<file path="src/rv_pkg.sv">
`default_nettype none

package rv_pkg;

	// ------------------------------------------------------------------------
	// Widths
	// ------------------------------------------------------------------------

	typedef logic [63:0] xlen_t;    // Register and data word.
	typedef logic [31:0] instr_t;   // Instruction word.
	typedef logic [4:0]  reg_idx_t; // Register index.
	typedef logic [6:0]  opcode_t;  // Major opcode.
	typedef logic [2:0]  funct3_t;  // Minor function.

	localparam int xlen = $bits(xlen_t);

	// ------------------------------------------------------------------------
	// Major opcodes
	// ------------------------------------------------------------------------

	localparam opcode_t op_lui       = 7'b0110111;
	localparam opcode_t op_auipc     = 7'b0010111;
	localparam opcode_t op_jal       = 7'b1101111;
	localparam opcode_t op_jalr      = 7'b1100111;
	localparam opcode_t op_branch    = 7'b1100011;
	localparam opcode_t op_load      = 7'b0000011; // Decoded for format only.
	localparam opcode_t op_store     = 7'b0100011;
	localparam opcode_t op_op_imm    = 7'b0010011;
	localparam opcode_t op_op        = 7'b0110011;
	localparam opcode_t op_op_imm_32 = 7'b0011011;
	localparam opcode_t op_op_32     = 7'b0111011;
	localparam opcode_t op_system    = 7'b1110011; // Decoded for format only.

	// ------------------------------------------------------------------------
	// Operand selects
	// ------------------------------------------------------------------------

	typedef enum logic {
		V1_RS1, // First source register.
		V1_PC   // Instruction address.
	} v1_sel_e;

	typedef enum logic {
		V2_RS2, // Second source register.
		V2_IMM  // Sign-extended immediate.
	} v2_sel_e;

	// ------------------------------------------------------------------------
	// Decoded instruction
	// ------------------------------------------------------------------------

	typedef struct packed {
		opcode_t  opcode;
		funct3_t  func3;
		logic     func7_bit; // Instruction bit 30.
		reg_idx_t rs1;
		reg_idx_t rs2;
		reg_idx_t rd;
		xlen_t    imm;
		v1_sel_e  v1_sel;
		v2_sel_e  v2_sel;
		logic     mul;       // M-extension multiply.
	} decoded_t;

endpackage

`default_nettype wire

</file>
<file path="src/rv_regfile.sv">
`default_nettype none

module rv_regfile (
	input  logic             clock,
	input  logic             reset,
	input  logic             we,
	input  rv_pkg::reg_idx_t waddr,
	input  rv_pkg::xlen_t    wdata,
	input  rv_pkg::reg_idx_t raddr1,
	input  rv_pkg::reg_idx_t raddr2,
	output rv_pkg::xlen_t    rdata1,
	output rv_pkg::xlen_t    rdata2
);

	rv_pkg::xlen_t regs [1:31]; // x0 is not stored.

	always_ff @(posedge clock) begin
		if (reset) begin
			for (int i = 1; i < 32; i++) begin
				regs[i] <= '0;
			end
		end else if (we && waddr != '0) begin
			regs[waddr] <= wdata;
		end
	end

	// Asynchronous reads.
	assign rdata1 = (raddr1 == '0) ? '0 : regs[raddr1];
	assign rdata2 = (raddr2 == '0) ? '0 : regs[raddr2];

	// ------------------------------------------------------------------------
	// Checks
	// ------------------------------------------------------------------------

	a_write_lands: assert property (
		@(posedge clock) disable iff (reset)
		(we && waddr != '0) |=> (raddr1 != $past(waddr) || rdata1 == $past(wdata))
	) else $error("rv_regfile: read after write returned %h", rdata1);

endmodule

`default_nettype wire

</file>
<file path="config.mk">
export PLATFORM = sky130hd
export DESIGN_NAME = rv_regfile
export DESIGN_NICKNAME = d
export VERILOG_FILES = /design/src/rv_pkg.sv /design/src/rv_regfile.sv
export SDC_FILE = /design/constraint.sdc
export NUM_CORES = 2
export LEC_CHECK = 0
export ABC_AREA = 1
export BUFFER_PORTS_ARGS = -buffer_cell sky130_fd_sc_hd__buf_4
export CAP_MARGIN = 20
export CORE_ASPECT_RATIO = 1.4
export CORE_MARGIN = 4
export CORE_UTILIZATION = 30
export CTS_CLUSTER_SIZE = 16
export DETAILED_ROUTE_END_ITERATION = 8
export GPL_ROUTABILITY_DRIVEN = 0
export PLACE_DENSITY = 0.48
export SLEW_MARGIN = 20
export SYNTH_ARGS = -nofsm -noshare
export SYNTH_HDL_FRONTEND = slang
export SYNTH_SLANG_ARGS = --single-unit
</file>
<file path="constraint.sdc">
create_clock -name clock -period 4.2 [get_ports clock]
set_input_delay 0.21 -clock clock [delete_from_list [all_inputs] [get_ports clock]]
set_output_delay 0.21 -clock clock [all_outputs]
set_load 0.05 [all_outputs]
</file>
==> impl_metrics.tcl <==
set metrics [dict create \
    clock-sinks 2048 \
    pre_cts_ws_ns 0.676 \
    yosysTopAreaCellShare 0.543 \
    instances_no_fill 19400 \
    top_register "regs" \
    setup_tns_ns 0 \
    cts-buffers-inserted 237 \
    power_mw 53.1 \
    max_freq_mhz 277 \
    largest_register_ffs 2048 \
    p_leak_nw 53.6 \
    clk_path_buf_depth 4 \
    status "complete, no violations" \
    start_util 0.301 \
    crit_path_start "raddr2[0]" \
    drv_cap 0 \
    placed_cells 18900 \
    hold_start "wdata[48]" \
    path_clk_slew_ns 0.06 \
    netlist.top_cell.by_area "edfxtp_1" \
    grt-ovfl-total 0 \
    cp.arrival_ns 3.40 \
    grt_pass1_wl_mm 769 \
    post-route-util 0.345 \
    dieArea_sq_mm 0.387 \
    drtPass1Iterations 6 \
    pin_count 210 \
    syn_area_per_cell_sq_um 7.77 \
    htreeDepth 4 \
    core_area_sq_mm 0.375 \
    grtUsageTotal 0.274 \
    fin_nets 14400 \
    finalMaxSlewViolations 0 \
    drt_iter0_markers 14100 \
    period_share 0.860 \
    rows 266 \
    crit_path_start_kind "input port" \
    stdcell_area_sq_mm 0.130 \
    ctsHoldBuffers 85 \
    synth_area_leaders "edfxtp_1 54%, nand2_1 15%, nor2_1 12%" \
    synthCells 14600 \
    wl_mm 551 \
    via_count 107000 \
    drive_gt1_frac 0.0715 \
    power_density_mw_per_mm2 410 \
    cts_setup_buffers 0 \
    syn2layout_area_growth_pct 14.6 \
    seq_area_frac_synth 0.543 \
    synth-seq-cells 2048 \
    slew_headroom 0.221 \
    rsz0062_at_grt "false" \
    post_dp_cell_area_sq_mm 0.121 \
    yosys_warnings 0 \
    path_class "in2out" \
    clock-root-buffer "clkbuf_16" \
    end_kind "output pin" \
    worstPathRequired_ns 3.99 \
    final_common_cell "nand2_1" \
    whs_ns 0.0539 \
    layout_common_cells "4374 x nand2_1, 3497 x nor2_1, 2067 x nand3_1" \
    min_period_ns 3.61 \
    die_w_microns 527 \
    critPathMaxFanout 41 \
    grt_max_degree 143 \
    drcViolationCount 0 \
    dp_hpwl_mm 304 \
    fp.dieH_microns 735 \
    setup_viol 0 \
    grt_antenna_before_repair 25 \
    cts_tree "yes" \
    yosysUniqueCellTypes 23 \
    drtAntennaViolNets 0 \
    holdCritPathClass "in2reg" \
    wire_per_inst_microns 28.3 \
    fin_ws_ns 0.586 \
    vias_per_cell 5.50 \
    synth_area_sq_mm 0.113 \
    top_regs "regs x2048" \
    grt_pass1_vias 101000 \
    hold_viol_final 0 \
    irDropWorstVdd_uv 359 \
    port-buffer-count 209 \
    ctsResizeCount 0 \
    critPathCapture "rdata2[60]" \
    worst_pin_slew_ns 1.17 \
]
## worst min-delay path by stage
stage | end | depth (start not counted)
after floorplan | regs[0][0] | 0
after global placement | regs[0][28] | 1
after detailed placement | regs[0][28] | 1
after CTS | regs[24][14] | 5
after global routing | regs[16][14] | 3
final | regs[0][48] | 2
## synth_stat cells
| library cell | count |
|---|---|
| nor3_1 | 8 |
| o21ai_1 | 31 |
| nor2_1 | 3499 |
| o21ai_0 | 629 |
| or2_2 | 1 |
| buf_4 | 19 |
| buf_2 | 454 |
| edfxtp_1 | 2048 |
| clkinv_1 | 3 |
| a21oi_1 | 128 |
| buf_1 | 97 |
| o211ai_1 | 101 |
| inv_2 | 7 |
| nor2_2 | 1 |
| nand4_2 | 1 |
| conb_1 | 1 |
| buf_6 | 1 |
| and3_1 | 7 |
| nand3_1 | 2068 |
| nand2_1 | 4436 |
| inv_1 | 315 |
| nor3_4 | 1 |
| clkbuf_1 | 715 |
## where the power goes
| part | total, mW | internal (mW) | switching, mW | leakage [nW] |
|---|---|---|---|---|
| clock | 20.6 | 11.6 | 9.01 | 3.54 |
| sequential | 24.2 | 23.6 | 0.577 | 19.5 |
| combinational | 8.38 | 2.14 | 6.24 | 30.6 |
## cell families (layout without fill, tap and decap cells)
| kind of cell | Yosys count | in the layout | share of synthesized area |
|---|---|---|---|
| other | 1 | 69 | 0.0000331 |
| AOI/OAI and AO/OA | 889 | 889 | 0.0416 |
| and+or+nand+nor | 10000 | 10000 | 0.356 |
| DFF | 2048 | 2048 | 0.543 |
| buffers and inverters | 1611 | 1461 | 0.0592 |
## critical path, stage by stage
cell and delay [ns]:
buf_8 0.38, inv_8 0.30, nand4_4 0.53, buf_12 0.33, buf_4 0.46, nand2_1 0.11, nor2_1 0.58, buf_4 0.33
## metal layers
layer / part of all wire / global-route usage / vias up
met5: 0.00011 / 0 / -
met4: 0.060 / 0.139 / 8
met3: 0.091 / 0.0438 / 1374
met2: 0.46 / 0.444 / 5938
met1: 0.39 / 0.353 / 52600
li1: - / - / 47000
## cell type report
type                       instances  area (sq um)
tap                             4958          6200
clock inverter                   116          1060
inverter                         325          1280
multi-input combinational      11000         45700
clock buffer                     301          6210
timing repair buffer             719          7710
fill                           39300        246000
sequential                      2048         61500
antenna                            5          12.5
No activity file was read; power rests on OpenSTA's default activity.
