File: config.mk
export PLATFORM = sky130hd
export DESIGN_NAME = rv_decode
export DESIGN_NICKNAME = d
export VERILOG_FILES = /design/src/rv_pkg.sv /design/src/rv_decode.sv
export SDC_FILE = /design/constraint.sdc
export NUM_CORES = 1
export LEC_CHECK = 0
export BUFFER_PORTS_ARGS = -buffer_cell sky130_fd_sc_hd__buf_2
export CELL_PAD_IN_SITES_DETAIL_PLACEMENT = 0
export CELL_PAD_IN_SITES_GLOBAL_PLACEMENT = 1
export CORE_UTILIZATION = 21
export DETAILED_ROUTE_END_ITERATION = 6
export GPL_TIMING_DRIVEN = 0
export PLACE_DENSITY_LB_ADDON = 0.25
export SLEW_MARGIN = 10
export SYNTH_ARGS = -nofsm -noshare
export SYNTH_HDL_FRONTEND = slang
export SYNTH_SLANG_ARGS = --single-unit
File: constraint.sdc
create_clock -name vclk -period 5.2
set_clock_uncertainty 0.05 [all_clocks]
set_input_delay 1.56 -clock vclk [all_inputs]
set_output_delay 1.56 -clock vclk [all_outputs]
set_load 0.01 [all_outputs]
File: src/rv_pkg.sv
`default_nettype none

package rv_pkg;

	// ------------------------------------------------------------------------
	// Widths
	// ------------------------------------------------------------------------

	typedef logic [63:0] xlen_t;    // Register and data word.
	typedef logic [31:0] instr_t;   // Instruction word.
	typedef logic [4:0]  reg_idx_t; // Register index.
	typedef logic [6:0]  opcode_t;  // Major opcode.
	typedef logic [2:0]  funct3_t;  // Minor function.

	localparam int xlen = $bits(xlen_t);

	// ------------------------------------------------------------------------
	// Major opcodes
	// ------------------------------------------------------------------------

	localparam opcode_t op_lui       = 7'b0110111;
	localparam opcode_t op_auipc     = 7'b0010111;
	localparam opcode_t op_jal       = 7'b1101111;
	localparam opcode_t op_jalr      = 7'b1100111;
	localparam opcode_t op_branch    = 7'b1100011;
	localparam opcode_t op_load      = 7'b0000011; // Decoded for format only.
	localparam opcode_t op_store     = 7'b0100011;
	localparam opcode_t op_op_imm    = 7'b0010011;
	localparam opcode_t op_op        = 7'b0110011;
	localparam opcode_t op_op_imm_32 = 7'b0011011;
	localparam opcode_t op_op_32     = 7'b0111011;
	localparam opcode_t op_system    = 7'b1110011; // Decoded for format only.

	// ------------------------------------------------------------------------
	// Operand selects
	// ------------------------------------------------------------------------

	typedef enum logic {
		V1_RS1, // First source register.
		V1_PC   // Instruction address.
	} v1_sel_e;

	typedef enum logic {
		V2_RS2, // Second source register.
		V2_IMM  // Sign-extended immediate.
	} v2_sel_e;

	// ------------------------------------------------------------------------
	// Decoded instruction
	// ------------------------------------------------------------------------

	typedef struct packed {
		opcode_t  opcode;
		funct3_t  func3;
		logic     func7_bit; // Instruction bit 30.
		reg_idx_t rs1;
		reg_idx_t rs2;
		reg_idx_t rd;
		xlen_t    imm;
		v1_sel_e  v1_sel;
		v2_sel_e  v2_sel;
		logic     mul;       // M-extension multiply.
	} decoded_t;

endpackage

`default_nettype wire

File: src/rv_decode.sv
`default_nettype none

module rv_decode (
	input  rv_pkg::instr_t   instr,
	output rv_pkg::decoded_t dec
);

	rv_pkg::opcode_t opcode;
	logic            i_type;
	logic            u_type;
	logic            j_type;
	logic            b_type;
	logic            s_type;
	logic            r_type;
	rv_pkg::xlen_t   imm;

	assign opcode = instr[6:0];

	// ------------------------------------------------------------------------
	// Format classification
	// ------------------------------------------------------------------------

	assign i_type = (opcode == rv_pkg::op_jalr)
		| (opcode == rv_pkg::op_load)
		| (opcode == rv_pkg::op_op_imm)
		| (opcode == rv_pkg::op_op_imm_32)
		| (opcode == rv_pkg::op_system);
	assign u_type = (opcode == rv_pkg::op_lui) | (opcode == rv_pkg::op_auipc);
	assign j_type = (opcode == rv_pkg::op_jal);
	assign b_type = (opcode == rv_pkg::op_branch);
	assign s_type = (opcode == rv_pkg::op_store);
	assign r_type = (opcode == rv_pkg::op_op) | (opcode == rv_pkg::op_op_32);

	// ------------------------------------------------------------------------
	// Immediate assembly
	// ------------------------------------------------------------------------

	always_comb begin
		if (i_type) begin
			imm = {{52{instr[31]}}, instr[31:20]};
		end else if (u_type) begin
			imm = {{32{instr[31]}}, instr[31:12], 12'b0};
		end else if (j_type) begin
			imm = {{44{instr[31]}}, instr[19:12], instr[20], instr[30:21], 1'b0};
		end else if (b_type) begin
			imm = {{52{instr[31]}}, instr[7], instr[30:25], instr[11:8], 1'b0};
		end else if (s_type) begin
			imm = {{52{instr[31]}}, instr[31:25], instr[11:7]};
		end else begin
			imm = '0; // R-type has no immediate.
		end
	end

	// ------------------------------------------------------------------------
	// Decoded fields
	// ------------------------------------------------------------------------

	always_comb begin
		dec.opcode    = opcode;
		dec.func3     = instr[14:12];
		dec.func7_bit = instr[30];
		dec.rs1       = u_type ? '0 : instr[19:15];
		dec.rs2       = (i_type | u_type) ? '0 : instr[24:20];
		dec.rd        = (s_type | b_type) ? '0 : instr[11:7]; // No write-back.
		dec.imm       = imm;

		if (j_type || opcode == rv_pkg::op_auipc) begin
			dec.v1_sel = rv_pkg::V1_PC;
		end else begin
			dec.v1_sel = rv_pkg::V1_RS1;
		end

		if (r_type || b_type) begin
			dec.v2_sel = rv_pkg::V2_RS2;
		end else begin
			dec.v2_sel = rv_pkg::V2_IMM;
		end

		dec.mul = r_type & instr[25]; // funct7 of 0000001.
	end

endmodule

`default_nettype wire

==> results.md <==
* PD cells at 58.5 nW/um^2
* Max-cap violations at 0
* Post-synthesis net count at 186
* Number of hold violations in the final report at 0
* Die span in y at 73.0 um
* Worst setup SP type: input pin
* DRC Markers at 0
* Count of pins over their slew limit at 0
* Post-route antenna net violation count at 0
* Overall fraction of global-route tracks in use at 12.2%
* Antenna violations before repair at 0
* Boundary pin count at 125
* Final clock period utilization by the worst path at 96.4%
* First-pass GRT wire length at 5400 um
* Placer's final routability congestion estimate at 0.812
* Top library cells by usage in the layout, fill and taps aside: sky130_fd_sc_hd__buf_2 (129), sky130_fd_sc_hd__buf_4 (43), sky130_fd_sc_hd__a21o_1 (21)
* Area inside the core boundary at 4790 um^2
* Wire length per cell after detailed routing at 10.9 um
* RSZ-0062 raised after global routing: no
* Post-Synthesis Cells at 154
* Total standard cell area after synthesis at 1060 um^2
* Horizontal die dimension at 73.0 um
* Power Total at 104 uW
* Synthesis warning total at 0
* Full die area at 5330 um^2
* Outcome: finished clean
* Arrival time of the worst setup path at 3.40 ns
* Final core occ at 37.1%
* Detail-routed via count per cell at 4.19
* Starting density of the core at 22.1%
* Maximum clock rate at 199 MHz
* Setup crit start: instr[5]
* Number of nets in the final layout at 312
* Via Count at 1447
* Clock buffer count at 0
* Pin count of the biggest net entering global routing at 34
* Setup violation total in the final timing report at 0
* Max-Slew Margin vs Limit at 64.7%
* 1st-pass router iterations at 4
* Number of placement rows at 25
* Average cell area after synthesis at 6.88 um^2
* Number of global-route vias before repair at 1182
* Sequential fraction of the synthesis area at 0%
* Kind of end point of the critical path: primary output
* Footprint of the flip-flops and latches at 0 um^2
* Type of the worst min-delay path: in -> out
* Total number of sequential cells at 0
* Hold_sp: instr[6]
* Share of layout cells above drive strength 1 at 64.4%
* Iter 0 DRT Violations at 63
* Post-Route WL at 3770 um
* Static leakage at 0.00125 uW
* WS Path Type: in -> out
* Worst Tran Pin Value at 0.527 ns
* Number of hold buffers added after cts at 0
* Sum of overflow across all layers after global routing at 0
* CP Data Required Time at 3.59 ns
* Final critical path time including I/O delays and setup at 5.01 ns
* Leading cell type in the layout, fill and taps excluded: sky130_fd_sc_hd__buf_2
* Area overhead of the layout relative to synthesis at 67.5%
* Worst-path fanout max at 33
* Highest ir drop seen on vdd at 0.0179 mV
* Distinct cell type count of the synthesized netlist at 37
* Antenna cells at 0
* Post-DP HPWL at 3110 um
* Count of buffers from port buffering at 124
## per-layer routing
layer / up-vias / global-route usage, % / part of all wire [%]
met2: 86 / 21.4 / 45
met5: - / 0 / 0
met4: 0 / 0.436 / 0
li1: 747 / - / -
met1: 614 / 16.9 / 46
met3: 0 / 1.24 / 9.3
## cells in the mapped netlist
master                      instances  share of area (%)
sky130_fd_sc_hd__buf_4             43                 30
sky130_fd_sc_hd__a21o_1            22                 16
sky130_fd_sc_hd__and2_1            18                 11
sky130_fd_sc_hd__nand2_1            7                2.5
sky130_fd_sc_hd__nor2_1             6                2.1
sky130_fd_sc_hd__buf_2              5                2.4
sky130_fd_sc_hd__nand3_1            5                2.4
sky130_fd_sc_hd__nor2b_1            5                3.0
sky130_fd_sc_hd__a21oi_1            4                1.9
sky130_fd_sc_hd__a22o_1             4                3.3
sky130_fd_sc_hd__inv_1              3                1.1
sky130_fd_sc_hd__or3_1              3                1.8
sky130_fd_sc_hd__clkbuf_1           2               0.71
sky130_fd_sc_hd__nand3b_1           2                1.4
sky130_fd_sc_hd__nand4b_1           2                1.7
sky130_fd_sc_hd__o21ai_0            2               0.94
sky130_fd_sc_hd__a211o_1            1               0.83
sky130_fd_sc_hd__a21bo_2            1               0.94
sky130_fd_sc_hd__a2bb2oi_1          1               0.83
sky130_fd_sc_hd__a31o_2             1               0.83
sky130_fd_sc_hd__a31oi_4            1                2.0
sky130_fd_sc_hd__a32o_1             1               0.94
sky130_fd_sc_hd__a32oi_1            1               0.83
sky130_fd_sc_hd__and2_0             1               0.59
sky130_fd_sc_hd__and3b_1            1               0.83
sky130_fd_sc_hd__and4b_1            1               0.94
sky130_fd_sc_hd__buf_6              1                1.1
sky130_fd_sc_hd__nand2b_1           1               0.59
sky130_fd_sc_hd__nand4_1            1               0.59
sky130_fd_sc_hd__nor3_1             1               0.47
sky130_fd_sc_hd__nor3b_1            1               0.71
sky130_fd_sc_hd__o2111ai_1          1               0.83
sky130_fd_sc_hd__o21bai_1           1               0.71
sky130_fd_sc_hd__o2bb2ai_1          1               0.83
sky130_fd_sc_hd__o31ai_1            1               0.71
sky130_fd_sc_hd__o32a_1             1               0.94
sky130_fd_sc_hd__or4b_4             1                1.3
## critical path: stages
cell and delay (ns):
sky130_fd_sc_hd__buf_2 0.12, sky130_fd_sc_hd__or4b_4 0.57, sky130_fd_sc_hd__a21o_1 0.22, sky130_fd_sc_hd__a31oi_4 0.31, sky130_fd_sc_hd__a21o_4 0.32, sky130_fd_sc_hd__buf_4 0.16
sky130_fd_sc_hd__buf_2 0.12
## stage by stage
step / hold slack (ns) / instances / setup TNS (ns) / setup slack, ns / cell area, um^2
after floorplan: 3.16 / 154 / 0 / 0.0755 / 1060
after global placement: 3.25 / 345 / -12.63 / -0.392 / 1760
after detailed placement: 3.26 / 345 / -12.02 / -0.373 / 1760
after CTS: 3.26 / 345 / 0 / 0.0522 / 1770
after global routing: 3.27 / 345 / 0 / 0.0757 / 1780
final: 3.25 / 345 / 0 / 0.186 / 1780
## final timing paths
| kind | end | cells after the start |
|---|---|---|
| hold / removal | dec[92] | 2 |
| setup / recovery | dec[40] | 7 |
## what timing repair did
| action | in CTS | in global routing |
|---|---|---|
| buffers inserted | 0 | 0 |
| cloned | 0 | 0 |
| resized for setup | 2 | 1 |
| setup endpoints to repair | 33 | 33 |
## logic make-up after synthesis
kind of cell	synth area share (%)
AND/OR/NAND/NOR	31.4
buffers and inverters	35.7
AO/OA/AOI/OAI	32.9
## power by group
part	internal (uW)	leakage (uW)	switching [uW]
combinational	51.8	0.00125	52.1
sequential	0	0	0
clock	0	0	0
## layout make-up
| type | instances | area [um^2] |
|---|---|---|
| fill | 523 | 3010 |
| buffer | 51 | 367 |
| tap | 67 | 83.8 |
| inverter | 3 | 11.3 |
| multi-input combinational | 100 | 693 |
| timing repair buffer | 124 | 621 |
Note: power is estimated with default switching activity, not from simulation.
